## src/design/uart_alu_pkg.sv

```systemverilog
package uart_alu_pkg;

   ////////////////////
   // Frame and baud constants

   localparam int NB_DATA    = 8;
   localparam int SB_TICK    = 16;
   localparam int OVERSAMPLE = 16;
   localparam int BAUD_DIV   = 4;

   // Mid-bit point of the start bit in baud ticks
   localparam int MID_TICK   = OVERSAMPLE / 2 - 1;

   // Counter widths
   localparam int TICK_CNT_W = $clog2(OVERSAMPLE);
   localparam int BIT_CNT_W  = $clog2(NB_DATA);
   localparam int BAUD_CNT_W = $clog2(BAUD_DIV);

   // Opcode field width
   localparam int NB_OP      = 6;

   ////////////////////
   // State and opcode types

   typedef enum logic [1:0] {
      IDLE  = 2'b00,
      START = 2'b01,
      DATA  = 2'b10,
      STOP  = 2'b11
   } uart_state_e;

   typedef enum logic [1:0] {
      WAIT_A  = 2'b00,
      WAIT_B  = 2'b01,
      WAIT_OP = 2'b10,
      SEND    = 2'b11
   } iface_state_e;

   // MIPS function codes
   typedef enum logic [NB_OP-1:0] {
      OP_ADD = 6'b100000,
      OP_SUB = 6'b100010,
      OP_AND = 6'b100100,
      OP_OR  = 6'b100101,
      OP_XOR = 6'b100110,
      OP_NOR = 6'b100111,
      OP_SRA = 6'b000011,
      OP_SRL = 6'b000010
   } alu_op_e;

endpackage

```

## src/design/alu.sv

```systemverilog
module alu
   import uart_alu_pkg::*;
(
   input  logic [NB_DATA-1:0] i_a,
   input  logic [NB_DATA-1:0] i_b,
   input  alu_op_e            i_op,
   output logic [NB_DATA-1:0] o_result
);

   logic [2:0] shamt;

   // Shift amount from the low bits of B
   assign shamt = i_b[2:0];

   always_comb
   begin
      case (i_op)
         OP_ADD:
            o_result = i_a + i_b;
         OP_SUB:
            o_result = i_a - i_b;
         OP_AND:
            o_result = i_a & i_b;
         OP_OR:
            o_result = i_a | i_b;
         OP_XOR:
            o_result = i_a ^ i_b;
         OP_NOR:
            o_result = ~(i_a | i_b);
         OP_SRA:
            o_result = $signed(i_a) >>> shamt;
         OP_SRL:
            o_result = i_a >> shamt;
         // Undefined codes
         default:
            o_result = '0;
      endcase
   end

endmodule

```

## src/design/alu_interface.sv

```systemverilog
module alu_interface
   import uart_alu_pkg::*;
(
   input  logic               i_clk,
   input  logic               i_rst,
   input  logic               i_rx_done,
   input  logic [NB_DATA-1:0] i_rx_data,
   input  logic [NB_DATA-1:0] i_result,
   input  logic               i_tx_done,
   output logic [NB_DATA-1:0] o_a,
   output logic [NB_DATA-1:0] o_b,
   output alu_op_e            o_op,
   output logic               o_tx_start,
   output logic [NB_DATA-1:0] o_tx_data
);

   iface_state_e state_reg;
   logic         load_reg;
   alu_op_e      rx_op;

   // Bytes with high bits set map to an undefined code
   always_comb
   begin
      if (i_rx_data[NB_DATA-1:NB_OP] == '0)
         rx_op = alu_op_e'(i_rx_data[NB_OP-1:0]);
      else
         rx_op = alu_op_e'({NB_OP{1'b1}});
   end

   ////////////////////
   // Command sequencer

   always_ff @(posedge i_clk)
   begin
      if (!i_rst)
      begin
         state_reg  <= WAIT_A;
         load_reg   <= 1'b0;
         o_tx_start <= 1'b0;
      end
      else
      begin
         load_reg   <= 1'b0;
         // Start follows the result capture by one clock
         o_tx_start <= load_reg;
         case (state_reg)
            WAIT_A:
               if (i_rx_done)
                  state_reg <= WAIT_B;
            WAIT_B:
               if (i_rx_done)
                  state_reg <= WAIT_OP;
            WAIT_OP:
            begin
               if (i_rx_done)
               begin
                  state_reg <= SEND;
                  load_reg  <= 1'b1;
               end
            end
            // Received bytes are dropped here
            SEND:
               if (i_tx_done)
                  state_reg <= WAIT_A;
            default:
               state_reg <= WAIT_A;
         endcase
      end
   end

   ////////////////////
   // Operand and result registers

   always_ff @(posedge i_clk)
   begin
      if (i_rx_done && (state_reg == WAIT_A))
         o_a <= i_rx_data;
      if (i_rx_done && (state_reg == WAIT_B))
         o_b <= i_rx_data;
      if (i_rx_done && (state_reg == WAIT_OP))
         o_op <= rx_op;
      // ALU output has settled from the stored opcode
      if (load_reg)
         o_tx_data <= i_result;
   end

endmodule

```

## src/design/baud_tick_gen.sv

```systemverilog
module baud_tick_gen
   import uart_alu_pkg::*;
(
   input  logic i_clk,
   input  logic i_rst,
   output logic o_tick
);

   logic [BAUD_CNT_W-1:0] cnt_reg;
   logic                  cnt_wrap;

   // Last count of the divider period
   assign cnt_wrap = (cnt_reg == BAUD_CNT_W'(BAUD_DIV - 1));

   always_ff @(posedge i_clk)
   begin
      if (!i_rst)
         cnt_reg <= '0;
      else if (cnt_wrap)
         cnt_reg <= '0;
      else
         cnt_reg <= cnt_reg + 1'b1;
   end

   // One clock wide, once per divider period
   assign o_tick = cnt_wrap;

endmodule

```

## src/design/uart_alu_top.sv

```systemverilog
module uart_alu_top
   import uart_alu_pkg::*;
(
   input  logic i_clk,
   input  logic i_rst,
   input  logic i_rx,
   output logic o_tx
);

   logic               tick;
   logic               rx_done;
   logic [NB_DATA-1:0] rx_data;
   logic [NB_DATA-1:0] operand_a;
   logic [NB_DATA-1:0] operand_b;
   alu_op_e            opcode;
   logic [NB_DATA-1:0] result;
   logic               tx_start;
   logic [NB_DATA-1:0] tx_data;
   logic               tx_done;

   baud_tick_gen u_baud_tick_gen (
      .i_clk  (i_clk),
      .i_rst  (i_rst),
      .o_tick (tick)
   );

   uart_rx u_uart_rx (
      .i_clk     (i_clk),
      .i_rst     (i_rst),
      .i_tick    (tick),
      .i_rx      (i_rx),
      .o_rx_done (rx_done),
      .o_rx_data (rx_data)
   );

   alu_interface u_alu_interface (
      .i_clk      (i_clk),
      .i_rst      (i_rst),
      .i_rx_done  (rx_done),
      .i_rx_data  (rx_data),
      .i_result   (result),
      .i_tx_done  (tx_done),
      .o_a        (operand_a),
      .o_b        (operand_b),
      .o_op       (opcode),
      .o_tx_start (tx_start),
      .o_tx_data  (tx_data)
   );

   alu u_alu (
      .i_a      (operand_a),
      .i_b      (operand_b),
      .i_op     (opcode),
      .o_result (result)
   );

   uart_tx u_uart_tx (
      .i_clk      (i_clk),
      .i_rst      (i_rst),
      .i_tx_start (tx_start),
      .i_tick     (tick),
      .i_data     (tx_data),
      .o_done_tx  (tx_done),
      .o_tx       (o_tx)
   );

endmodule

```

## src/design/uart_rx.sv

```systemverilog
module uart_rx
   import uart_alu_pkg::*;
(
   input  logic               i_clk,
   input  logic               i_rst,
   input  logic               i_tick,
   input  logic               i_rx,
   output logic               o_rx_done,
   output logic [NB_DATA-1:0] o_rx_data
);

   uart_state_e            state_reg;
   uart_state_e            state_next;
   logic [TICK_CNT_W-1:0]  s_reg;
   logic [TICK_CNT_W-1:0]  s_next;
   logic [BIT_CNT_W-1:0]   n_reg;
   logic [BIT_CNT_W-1:0]   n_next;
   logic [NB_DATA-1:0]     b_reg;
   logic [NB_DATA-1:0]     b_next;

   ////////////////////
   // State registers

   always_ff @(posedge i_clk)
   begin
      if (!i_rst)
      begin
         state_reg <= IDLE;
         s_reg     <= '0;
         n_reg     <= '0;
      end
      else
      begin
         state_reg <= state_next;
         s_reg     <= s_next;
         n_reg     <= n_next;
      end
   end

   // Shift register
   always_ff @(posedge i_clk)
   begin
      b_reg <= b_next;
   end

   ////////////////////
   // Next state logic

   always_comb
   begin
      state_next = state_reg;
      s_next     = s_reg;
      n_next     = n_reg;
      b_next     = b_reg;
      o_rx_done  = 1'b0;

      case (state_reg)
         IDLE:
         begin
            // Falling edge of the start bit
            if (!i_rx)
            begin
               state_next = START;
               s_next     = '0;
            end
         end
         START:
         begin
            if (i_tick)
            begin
               if (s_reg == TICK_CNT_W'(MID_TICK))
               begin
                  // Line back high at mid-bit means a glitch
                  state_next = i_rx ? IDLE : DATA;
                  s_next     = '0;
                  n_next     = '0;
               end
               else
                  s_next = s_reg + 1'b1;
            end
         end
         DATA:
         begin
            if (i_tick)
            begin
               if (s_reg == TICK_CNT_W'(OVERSAMPLE - 1))
               begin
                  s_next = '0;
                  // First bit in ends up at bit 0
                  b_next = {i_rx, b_reg[NB_DATA-1:1]};
                  if (n_reg == BIT_CNT_W'(NB_DATA - 1))
                     state_next = STOP;
                  else
                     n_next = n_reg + 1'b1;
               end
               else
                  s_next = s_reg + 1'b1;
            end
         end
         STOP:
         begin
            if (i_tick)
            begin
               if (s_reg == TICK_CNT_W'(SB_TICK - 1))
               begin
                  state_next = IDLE;
                  o_rx_done  = 1'b1;
               end
               else
                  s_next = s_reg + 1'b1;
            end
         end
         default:
            state_next = IDLE;
      endcase
   end

   assign o_rx_data = b_reg;

endmodule

```

## src/design/uart_tx.sv

```systemverilog
module uart_tx
   import uart_alu_pkg::*;
(
   input  logic               i_clk,
   input  logic               i_rst,
   input  logic               i_tx_start,
   input  logic               i_tick,
   input  logic [NB_DATA-1:0] i_data,
   output logic               o_done_tx,
   output logic               o_tx
);

   uart_state_e            state_reg;
   uart_state_e            state_next;
   logic [TICK_CNT_W-1:0]  s_reg;
   logic [TICK_CNT_W-1:0]  s_next;
   logic [BIT_CNT_W-1:0]   n_reg;
   logic [BIT_CNT_W-1:0]   n_next;
   logic [NB_DATA-1:0]     b_reg;
   logic [NB_DATA-1:0]     b_next;
   logic                   tx_reg;
   logic                   tx_next;

   ////////////////////
   // State registers

   always_ff @(posedge i_clk)
   begin
      if (!i_rst)
      begin
         state_reg <= IDLE;
         s_reg     <= '0;
         n_reg     <= '0;
         tx_reg    <= 1'b1;
      end
      else
      begin
         state_reg <= state_next;
         s_reg     <= s_next;
         n_reg     <= n_next;
         tx_reg    <= tx_next;
      end
   end

   always_ff @(posedge i_clk)
   begin
      b_reg <= b_next;
   end

   ////////////////////
   // Next state logic

   // Line level is set on the transition so it changes one clock after the tick
   always_comb
   begin
      state_next = state_reg;
      s_next     = s_reg;
      n_next     = n_reg;
      b_next     = b_reg;
      tx_next    = tx_reg;
      o_done_tx  = 1'b0;

      case (state_reg)
         IDLE:
         begin
            tx_next = 1'b1;
            if (i_tx_start)
            begin
               state_next = START;
               s_next     = '0;
               b_next     = i_data;
               tx_next    = 1'b0;
            end
         end
         START:
         begin
            if (i_tick)
            begin
               if (s_reg == TICK_CNT_W'(OVERSAMPLE - 1))
               begin
                  state_next = DATA;
                  s_next     = '0;
                  n_next     = '0;
                  tx_next    = b_reg[0];
               end
               else
                  s_next = s_reg + 1'b1;
            end
         end
         DATA:
         begin
            if (i_tick)
            begin
               if (s_reg == TICK_CNT_W'(OVERSAMPLE - 1))
               begin
                  s_next = '0;
                  b_next = b_reg >> 1;
                  if (n_reg == BIT_CNT_W'(NB_DATA - 1))
                  begin
                     state_next = STOP;
                     tx_next    = 1'b1;
                  end
                  else
                  begin
                     n_next  = n_reg + 1'b1;
                     tx_next = b_reg[1];
                  end
               end
               else
                  s_next = s_reg + 1'b1;
            end
         end
         STOP:
         begin
            if (i_tick)
            begin
               if (s_reg == TICK_CNT_W'(SB_TICK - 1))
               begin
                  state_next = IDLE;
                  o_done_tx  = 1'b1;
               end
               else
                  s_next = s_reg + 1'b1;
            end
         end
         default:
            state_next = IDLE;
      endcase
   end

   assign o_tx = tx_reg;

endmodule

```

## config.mk

```make
export PLATFORM = sky130hd
export DESIGN_NAME = uart_alu_top
export DESIGN_NICKNAME = d
export VERILOG_FILES = /design/src/design/uart_alu_pkg.sv /design/src/design/alu.sv /design/src/design/alu_interface.sv /design/src/design/baud_tick_gen.sv /design/src/design/uart_alu_top.sv /design/src/design/uart_rx.sv /design/src/design/uart_tx.sv
export SDC_FILE = /design/constraint.sdc
export NUM_CORES = 1
export LEC_CHECK = 0
export ABC_AREA = 0
export BUFFER_PORTS_ARGS = -buffer_cell sky130_fd_sc_hd__buf_2
export CAP_MARGIN = 10
export CORE_ASPECT_RATIO = 0.5
export CORE_MARGIN = 2
export CORE_UTILIZATION = 40
export DETAILED_ROUTE_END_ITERATION = 10
export GPL_TIMING_DRIVEN = 0
export PLACE_DENSITY_LB_ADDON = 0.15
export REMOVE_ABC_BUFFERS = 1
export SETUP_SLACK_MARGIN = 0.15
export SLEW_MARGIN = 15
export SYNTH_ARGS = -nofsm -noshare
export SYNTH_HDL_FRONTEND = slang
export SYNTH_SLANG_ARGS = --single-unit
```

## constraint.sdc

```tcl
create_clock -name i_clk -period 2.75 [get_ports i_clk]
set_input_delay 0.55 -clock i_clk [delete_from_list [all_inputs] [get_ports i_clk]]
set_output_delay 0.55 -clock i_clk [all_outputs]
set_load 0.03 [all_outputs]
```

==> results of run 1 <==
## repair_timing
item	4_1_cts	5_1_grt
pin swaps	6	13
hold endpoints to repair	0	0
resized for setup	15	5
buffers inserted	15	5
setup endpoints to repair	6	5
## synthesized netlist by cell type (all sizes together) (5+ instances only)
cell | number | share of area
clkbuf | 6 | 0.0052
nor3 | 7 | 0.0093
mux2 | 7 | 0.018
a21oi | 10 | 0.012
xnor2 | 8 | 0.016
a211oi | 11 | 0.019
and2 | 7 | 0.011
nor3b | 5 | 0.0099
buf | 8 | 0.0090
inv | 29 | 0.025
nand4 | 7 | 0.010
mux2i | 21 | 0.049
or3 | 9 | 0.013
a21boi | 6 | 0.010
nor2 | 18 | 0.016
o21ai | 24 | 0.028
nor2b | 17 | 0.025
nand3 | 8 | 0.0093
nand2 | 25 | 0.022
and3 | 7 | 0.011
ha | 39 | 0.11
dfxtp | 25 | 0.12
a221o | 5 | 0.012
edfxtp | 46 | 0.32
## worst paths after layout
kind	slack, ns	end	start
worst min-delay path	0.44	u_baud_tick_gen.cnt_reg[0]$_SDFF_PP0_	u_baud_tick_gen.cnt_reg[0]$_SDFF_PP0_
worst max register to register	-0.08	u_alu_interface.o_tx_data[6]$_DFFE_PP_	u_alu_interface.o_op[1]$_SDFFCE_PP1P_
worst min register to register	0.44	u_baud_tick_gen.cnt_reg[0]$_SDFF_PP0_	u_baud_tick_gen.cnt_reg[0]$_SDFF_PP0_
worst max-delay path	-0.08	u_alu_interface.o_tx_data[6]$_DFFE_PP_	u_alu_interface.o_op[1]$_SDFFCE_PP1P_
## cell usage in the layout, fill, tap and decap left out, types with 3 or more instances in the layout
master       n
a211oi_1    10
a21boi_0     5
a21o_1       4
a21oi_1      9
a221o_1      4
a22oi_1      4
a31oi_1      4
and2_1       6
and3_1       5
buf_2        3
buf_4       16
buf_6        4
clkbuf_16    9
clkinvlp_4   3
dfxtp_1     25
edfxtp_1    46
ha_1        38
inv_1       27
inv_6        3
mux2_2       7
mux2i_1     21
nand2_1     25
nand2b_1     3
nand3_1      7
nand4_1      7
nor2_1      15
nor2b_1     17
nor3_1       6
nor3b_1      4
o21ai_0     21
or3_1        9
xnor2_1      8
## cell type report
class	count	area, um^2	share of cell area
Multi-Input combinational cell	294	2320	0.468
Clock buffer	9	225	0.0455
Timing Repair Buffer	23	180	0.0364
Sequential cell	71	1880	0.380
Clock inverter	7	60.1	0.0121
Tap cell	140	175	0.0354
Inverter	30	113	0.0227
## power by group
part | internal, W | switching, W | total, W
sequential | 0.00117 | 0.0000240 | 0.00120
combinational | 0.0000858 | 0.000139 | 0.000225
clock | 0.000625 | 0.000476 | 0.00110
total | 0.00188 | 0.000639 | 0.00252
## per-layer routing
layer / GRT usage / vias to the layer above
li1: - / 1558
met1: 0.235 / 1569
met2: 0.290 / 78
met3: 0.0446 / 18
met4: 0.0570 / 0
met5: 0 / -
## stage by stage
step / instances / hold slack, ns
floorplan: 395 / 0.405
global placement: 538 / 0.412
detailed placement: 538 / 0.430
CTS: 569 / 0.438
global route: 574 / 0.450
finish: 574 / 0.439
## worst reg2reg max path, stage by stage, from the launching register on
cell      delay [ns]
edfxtp_1        0.40
and3b_1         0.21
and2_4          0.16
buf_6           0.11
a31oi_1         0.19
xnor2_1         0.17
ha_1            0.32
o21a_1          0.13
o31a_1          0.11
o21a_1          0.18
or3_1           0.31
a31o_2          0.27
## logic make-up (layout without fill, tap and decap cells)
group,count (synthesis),after routing
AOI/OAI and AO/OA,91,91
adders and majority gates,40,40
buffers and inverters,44,69
muxes,30,30
and+or+nand+nor,124,124
xor gates and xnor gates,9,9
DFF,71,71
==> key figures, run 1 <==
Yosys
  – Synth Instances: 409
  – Synth Area in Simple Gates: 0.160
  – Fraction of registers with async set/reset: 0
  – Proportion of synthesized area in mux cells: 0.0777
  – Sequential area share after synthesis: 0.438
  – Synth Area in Compound Gates: 0.147
  – Avg Cell Area, Syn: 10.5 um^2
  – Synth Area in XOR/XNOR: 0.0183
  – Number of synthesized register bits: 71
  – Mapped Area: 4300 um^2
  – Post-synth EDFFs: 46
  – Warnings from Yosys: 0
  – Largest family of logic cells by synthesized area: simple AND/OR/NAND/NOR gates
  – Post-synth cell types: 67
  – Most used DFF post-synth: edfxtp_1
  – Post-Synth Adder-Cell Area: 0.118

CTS
  – CTS sink count: 71
  – Root buffer cell: clkbuf_16
  – Worst skew pair latency: 0.34 ns
  – H-tree levels: 3
  – CTS tree: done
  – Cts hold-fix bufs: 0
  – Clk slew on worst S/H paths: 0.06 ns
  – CTS Buf Count: 9
  – Longest Clk Path Bufs: 2

Layout
  – Final core utilization: 0.479
  – Final non-filler cell area: 4950 um^2
  – Final-stage net count: 472
  – FILL cells: 943
  – N_diodes: 0
  – Area delta synth->final: 15.3%
  – Layout cells sized above 1: 0.171

Job
  – Maxcap violations: 0

Setup path
  – Startpoint class of the critical path: flop
  – Max stage delay cell, worst path: edfxtp_1
  – Levels on crit path: 11
  – CP Cell Sequence: and3b_1 -> and2_4 -> buf_6 -> a31oi_1 -> xnor2_1 -> ha_1 -> o21a_1 -> o31a_1 -> o21a_1 -> or3_1 -> a31o_2
  – Required @ worst endpoint: 2.83 ns
  – WP buf/inv: 1
  – CP Max Fanout: 5
  – Cell family with most CP delay: compound AO/OA/AOI/OAI gates
  – Critical Path Max Stage Delay: 0.40 ns
  – CP Data Arrival Time: 2.91 ns
  – Most frequent CP cell: o21a_1
  – Setup CP Type: flop to flop
  – Worst R2R Path Depth: 11
  – Crit. End Element: flop

GRT
  – Largest net degree at the start of global routing: 26
  – First-pass GRT wire length: 16000 um
  – Remaining Overflow, GRT: 0
  – GRT Util Overall: 0.179
  – Number of global-route vias before repair: 3166
  – Initial antenna violation count: 0

STA
  – Worst Tran Pin Value: 0.912 ns
  – Final Skew: 0.00932 ns
  – Pins Over Slew Limit: 0
  – Finish-stage setup viols: 1
  – Final Hold Viols: 0
  – Minimum clock period: 2.83 ns
  – RSZ-0062 raised after global routing: true
  – Fmax: 353 MHz
  – Slew HR: 0.387
  – Fin crit share: 1.03
  – Setup ws final: -0.0801 ns
  – Setup TNS: -0.0801 ns

Status
  – Status: complete, but fails checks
  – Failing checks: setup timing

Drt
  – WL per Instance: 16.8 um
  – DRC Markers: 0
  – Highest metal used: met4
  – Iteration-0 DRC Markers: 226
  – Met1 WL: 4590 um
  – WL met3: 403 um
  – Post-DRT Antenna Nets: 0
  – Vias post-DR: 3223
  – Detailed Route WL: 9660 um
  – Router iterations before antenna repair: 4
  – Length of routed met2 wiring: 4500 um
  – Via/cell ratio: 5.61

Die
  – Starting density of the core: 0.415
  – Die H: 77.3 um
  – I/O pin count: 4
  – Core ar.: 10300 um^2
  – Row count: 26
  – Die area: 11600 um^2
  – Die W: 151 um

Placement
  – Final HPWL DP: 6730 um
  – Worst slack, placed: -0.545 ns
  – Placer Congestion: 0.937
  – Port-buffer cells: 3
  – Placed Area: 4430 um^2

Power
  – Power Density: 509 nW/um^2
  – Leak: 1.95 nW
  – Total chip power: 0.00252 W
  – Worst vdd ir: 0.266 mV

Min path
  – HP Class: flop to flop
  – Hold path depth: 1
(Power assumes the default switching activity.)
==> run 2, diff against run 1 <==
Clock period 2.75 ns to 2.6 ns, I/O delays scaled along.
==> run 2 against run 1 <==
Against the previous run:
- the run still ends with setup timing left
- power is 5.6% higher
- sequential cell count is the same
- fmax grew 1.4%
- via count is 0.50% lower
- worst setup slack lost 0.11 ns
- combinational power grew 5%
- first-iteration DRC count increased by 8.8%
- non-clock buffer count rose by 3
- clock power is 5% higher
- critical path depth unchanged
- critical path type unchanged
- critical endpoint unchanged
- largest power group unchanged
==> key figures, run 2 (synthesized netlist as in run 1, its figures left out) <==
Status
  – Status: complete, but fails checks
  – Failing checks: setup timing

Drt
  – Iteration-0 DRC Markers: 246
  – Vias post-DR: 3207
  – Router iterations before antenna repair: 4
  – WL per Instance: 16.7 um
  – Post-DRT Antenna Nets: 0
  – Detailed Route WL: 9650 um
  – DRC Markers: 0
  – Via/cell ratio: 5.56

Die
  – Starting density of the core: 0.415
  – Core ar.: 10300 um^2
  – Die H: 77.3 um
  – Die W: 151 um
  – I/O pin count: 4
  – Row count: 26
  – Die area: 11600 um^2

STA
  – Finish-stage setup viols: 4
  – Slew HR: 0.417
  – Final Skew: 0.0101 ns
  – Fmax: 358 MHz
  – Minimum clock period: 2.79 ns
  – Setup ws final: -0.191 ns
  – Fin crit share: 1.07
  – Pins Over Slew Limit: 0
  – Final Hold Viols: 0
  – Hold_ws: 0.439 ns
  – Worst Tran Pin Value: 0.867 ns
  – RSZ-0062 raised after global routing: true

Placement
  – Placed Area: 4430 um^2
  – Placer Congestion: 0.937
  – Final HPWL DP: 6730 um
  – Port-buffer cells: 3

CTS
  – CTS tree: done
  – Root buffer cell: clkbuf_16
  – H-tree levels: 3
  – Worst skew pair latency: 0.34 ns
  – CTS Buf Count: 9
  – CTS sink count: 71
  – Clk slew on worst S/H paths: 0.06 ns
  – Longest Clk Path Bufs: 2

Setup path
  – Startpoint class of the critical path: flop
  – Crit path from: u_alu_interface.o_b[1]$_DFFE_PP_
  – Required @ worst endpoint: 2.68 ns
  – Crit. End Element: flop
  – Worst r2r src: u_alu_interface.o_b[1]$_DFFE_PP_
  – Setup CP Type: flop to flop
  – CP Max Fanout: 5
  – CP Data Arrival Time: 2.87 ns

Job
  – Maxcap violations: 0

Layout
  – Most common cell after layout, fill and taps aside: edfxtp_1
  – N_diodes: 0
  – Final-stage net count: 475
  – Final non-filler cell area: 4930 um^2
  – Most frequent cells in the layout: edfxtp_1, ha_1, inv_1
  – Area delta synth->final: 14.8%
  – Layout cells sized above 1: 0.169

GRT
  – Number of global-route vias before repair: 3195
  – Remaining Overflow, GRT: 0
  – GRT Util Overall: 0.179
  – Largest net degree at the start of global routing: 26
  – First-pass GRT wire length: 16000 um
  – Initial antenna violation count: 0

Min path
  – Hold_sp: u_baud_tick_gen.cnt_reg[0]$_SDFF_PP0_
  – HP Class: flop to flop

Power
  – Worst vdd ir: 0.281 mV
  – Leak: 1.95 nW
  – Power Density: 540 nW/um^2
## run 2: critical path, cell delays in order (launching register included)
cell	delay (ns)
edfxtp_1	0.48
buf_6	0.16
or2_4	0.26
nor2_4	0.10
nor2_1	0.05
xnor2_1	0.18
ha_1	0.27
o21a_1	0.17
o31a_1	0.11
o21a_1	0.18
or3_1	0.31
a31o_2	0.27
## run 2: repair_timing
| item | 4_1_cts | 5_1_grt |
|---|---|---|
| hold buffers | 0 | 0 |
| buffers inserted | 17 | 6 |
| gates cloned | 0 | 0 |
| pin swaps | 6 | 8 |
| endpoints found under the setup margin | 16 | 6 |
| gates resized for setup | 12 | 1 |
## run 2: routing by layer
| layer | track usage | part of all wire |
|---|---|---|
| met4 | 0.0607 | 0.014 |
| met2 | 0.290 | 0.48 |
| met3 | 0.0452 | 0.030 |
| met1 | 0.234 | 0.48 |
| met5 | 0 | 0 |
## run 2: stage by stage
step	total power, W	std cells	TNS (ns)	setup WS (ns)	utilization
after floorplan	0.00146	395	-0.477	-0.301	-
after global placement	0.00150	538	-2.57	-0.659	0.428
after detailed placement	0.00152	538	-2.68	-0.695	0.429
after CTS	0.00269	571	-0.437	-0.172	0.472
after global routing	0.00277	577	-0.953	-0.293	0.477
final	0.00266	577	-0.489	-0.191	0.477
## run 2: where the power goes
part	internal (W)	switching, W
combinational	0.0000906	0.000145
sequential	0.00124	0.0000257
clock	0.000661	0.000501
total	0.00199	0.000672
## run 2: worst paths after layout
check                                           endpoint  slack [ns]  depth (start not counted)
setup / recovery  u_alu_interface.o_tx_data[6]$_DFFE_PP_       -0.19                         11
hold / removal     u_baud_tick_gen.cnt_reg[0]$_SDFF_PP0_        0.44                          1
setup reg to reg  u_alu_interface.o_tx_data[6]$_DFFE_PP_       -0.19                         11
hold reg to reg    u_baud_tick_gen.cnt_reg[0]$_SDFF_PP0_        0.44                          1
## run 2: layout make-up
class,instances,area [um^2]
Fill cell,938,5410
Multi-Input combinational cell,294,2280
Sequential cell,71,1880
Clock buffer,9,225
Timing Repair Buffer,26,195
Tap cell,140,175
Inverter,30,113
Clock inverter,7,60.1
==> run 3, diff against run 2 <==
Settings changed: ABC_AREA 0 to 1.
==> run 3 against run 2 <==
Against the previous run:
- the run now ends clean
- synthesized area increased by 4.7%
- via count grew 13%
- clock power decreased by 5%
- critical endpoint is now u_alu_interface.o_tx_data[7]$_DFFE_PP_
- largest power group unchanged
- highest routed layer unchanged
==> key figures, run 3 <==
Status
  – Status: completed

Setup path
  – Most frequent CP cell: nand2_1
  – Startpoint class of the critical path: flop
  – WP buf/inv: 2
  – CP Data Arrival Time: 2.45 ns
  – Crit. End Element: flop
  – R2R Path End: u_alu_interface.o_tx_data[7]$_DFFE_PP_
  – Worst r2r src: u_alu_interface.o_b[0]$_DFFE_PP_
  – Required @ worst endpoint: 2.67 ns
  – CP Max Fanout: 4
  – Worst R2R Path Depth: 15
  – Cell family with most CP delay: simple AND/OR/NAND/NOR gates
  – Max stage delay cell, worst path: edfxtp_1
  – Critical Path Max Stage Delay: 0.42 ns
  – Reg2Reg Setup Slack: 0.22 ns
  – Setup CP Type: flop to flop
  – CP Cell Sequence: inv_2 -> ha_4 -> inv_4 -> nor3_4 -> or2_4 -> xor2_1 -> ha_1 -> nand2_1 -> nand2_1 -> nand2_1 -> nand2_2 -> a21oi_2 -> nand3_2 -> nand3_2 -> nand2_2

Die
  – Row count: 27
  – Die area: 12200 um^2
  – I/O pin count: 4
  – Starting density of the core: 0.410
  – Die H: 79.0 um
  – Core ar.: 11000 um^2
  – Die W: 154 um

CTS
  – Longest Clk Path Bufs: 2
  – Clk slew on worst S/H paths: 0.06 ns
  – CTS sink count: 71
  – CTS tree: done
  – Worst skew pair latency: 0.32 ns
  – Root buffer cell: clkbuf_16
  – H-tree levels: 3
  – CTS Buf Count: 9

Yosys
  – Count leader, synth: nand2_1
  – Synth top area share: 0.307
  – Avg Cell Area, Syn: 7.76 um^2
  – Warnings from Yosys: 0
  – Mapped Area: 4500 um^2
  – Sequential area share after synthesis: 0.418
  – Fraction of registers with async set/reset: 0
  – Most used DFF post-synth: edfxtp_1
  – Post-synth cell types: 37
  – Post-synth EDFFs: 46
  – Most frequent cells after synthesis: nand2_1, inv_1, nor2_1
  – Number of synthesized register bits: 71
  – Synth Instances: 580
  – Synth area leader: edfxtp_1
  – Area contributors post-synth: edfxtp_1, nand2_1, dfxtp_1

STA
  – RSZ-0062 raised after global routing: true
  – Slew HR: 0.273
  – Final Skew: 0.00469 ns
  – Finish-stage setup viols: 0
  – Minimum clock period: 2.38 ns
  – Fin crit share: 0.916
  – Worst Tran Pin Value: 1.08 ns
  – Pins Over Slew Limit: 0
  – Fmax: 420 MHz
  – Final Hold Viols: 0
  – Hold_ws: 0.411 ns

Layout
  – Most common cell after layout, fill and taps aside: nand2_1
  – Layout cells sized above 1: 0.151
  – Final core utilization: 0.471
  – Post-Layout Cell Count: 756
  – N_diodes: 0
  – Most frequent cells in the layout: nand2_1, inv_1, nor2_1
  – Final non-filler cell area: 5170 um^2
  – Area delta synth->final: 14.9%
  – Final-stage net count: 649

Min path
  – HP Class: input pin to flop
  – Hold Crit Endpoint: u_uart_rx.o_rx_data[7]$_DFFE_PP_
  – Hold path depth: 1
  – Hold_sp: i_rx

Drt
  – Via/cell ratio: 4.79
  – Length of routed met2 wiring: 4380 um
  – DRC Markers: 0
  – Router iterations before antenna repair: 5
  – Post-DRT Antenna Nets: 0
  – WL met3: 373 um
  – WL per Instance: 13.0 um
  – Highest metal used: met4
  – Vias post-DR: 3624
  – Iteration-0 DRC Markers: 270
  – Met1 WL: 4950 um
  – Detailed Route WL: 9840 um

GRT
  – Initial antenna violation count: 0
  – First-pass GRT wire length: 16200 um
  – GRT Util Overall: 0.170
  – Number of global-route vias before repair: 3363
  – Largest net degree at the start of global routing: 18
  – Remaining Overflow, GRT: 0

Power
  – Comb power frac: 0.245
  – Worst vdd ir: 0.586 mV
  – Part of the power in registers: 0.426
  – Switching part of the total: 0.325
  – Clock Power Share: 0.329
  – Leak: 2.36 nW
  – Power Density: 648 nW/um^2
  – P_sw: 0.00109 W
  – Pint: 0.00226 W

Placement
  – Port-buffer cells: 3
  – Inst Count DP: 720
  – Final HPWL DP: 7030 um
  – Placer Congestion: 0.812
  – Placed Area: 4660 um^2

Job
  – Maxcap violations: 0
[run 3: cell count changes in the layout (fill, tap and decap cells not counted), sizes merged, moves of 16 or more]
cell / delta
nand2: +138
mux2i: -21
nor2b: -17
nand3: +35
inv: +55
nor2: +53
a21oi: +16
[run 3: layer usage]
layer	vias up	global-route usage
met5	-	0
met1	1622	0.222
met4	0	0.0561
met3	11	0.0388
li1	1924	-
met2	67	0.280
[run 3: area by class of cell]
| type | count | area [um^2] |
|---|---|---|
| Fill cell | 1052 | 5810 |
| Multi-Input combinational cell | 411 | 2330 |
| Sequential cell | 71 | 1880 |
| Inverter | 90 | 344 |
| Clock buffer | 9 | 225 |
| Tap cell | 145 | 181 |
| Timing Repair Buffer | 23 | 163 |
| Clock inverter | 7 | 48.8 |
[run 3: worst reg2reg max path: cells and delay by family (launching register included)]
family | cells | cell delay (ns)
AOI/OAI and AO/OA | 1 | 0.12
xor gates and xnor gates | 1 | 0.14
and+or+nand+nor | 9 | 0.81
buffers and inverters | 2 | 0.13
DFF | 1 | 0.42
adders and majority gates | 2 | 0.50
[run 3: logic make-up (layout without fill, tap and decap cells)]
kind of cell             Yosys count  in the layout  share of synthesized area
flip-flops                        71             71                      0.418
adder cells (fa/ha/maj)           40             40                      0.113
AO/OA/AOI/OAI                     68             68                     0.0823
XOR/XNOR                           9              9                     0.0175
buffers and inverters             98            129                     0.0845
AND/OR/NAND/NOR                  294            294                      0.285
[run 3: stage by stage]
stage,power (W),TNS [ns],worst slack (ns)
global route,0.00359,0,0.102
finish,0.00335,0,0.220
global placement,0.00227,-1.63,-0.439
floorplan,0.00209,0,0.0535
CTS,0.00339,0,0.160
detailed placement,0.00227,-1.60,-0.451
[run 3: worst max path at each step]
stage | startpoint | endpoint | slack [ns] | depth (start not counted)
global route | u_alu_interface.o_op[1]$_SDFFCE_PP1P_ | u_alu_interface.o_tx_data[7]$_DFFE_PP_ | 0.10 | 15
CTS | u_alu_interface.o_b[0]$_DFFE_PP_ | u_alu_interface.o_tx_data[7]$_DFFE_PP_ | 0.16 | 15
global placement | u_alu_interface.o_b[0]$_DFFE_PP_ | u_alu_interface.o_tx_data[7]$_DFFE_PP_ | -0.44 | 15
finish | u_alu_interface.o_b[0]$_DFFE_PP_ | u_alu_interface.o_tx_data[7]$_DFFE_PP_ | 0.22 | 15
detailed placement | u_alu_interface.o_b[0]$_DFFE_PP_ | u_alu_interface.o_tx_data[7]$_DFFE_PP_ | -0.45 | 15
floorplan | u_alu_interface.o_b[0]$_DFFE_PP_ | u_alu_interface.o_tx_data[7]$_DFFE_PP_ | 0.05 | 15
[run 3: power groups by stage]
| stage | sequential [W] | clock [W] | combinational [W] |
|---|---|---|---|
| 6_report | 0.00143 | 0.00110 | 0.000821 |
| 5_1_grt | 0.00144 | 0.00119 | 0.000958 |
| 4_1_cts | 0.00143 | 0.00114 | 0.000826 |
| 3_5_place_dp | 0.00145 | 0 | 0.000822 |
| 3_3_place_gp | 0.00145 | 0 | 0.000821 |
| 2_1_floorplan | 0.00144 | 0 | 0.000653 |
[run 3: what timing repair did]
action,4_1_cts,5_1_grt
setup endpoints to repair,7,5
endpoints found under the hold margin,0,0
pin swaps,1,17
gates resized for setup,9,20
hold buffers,0,0
buffers inserted,10,10
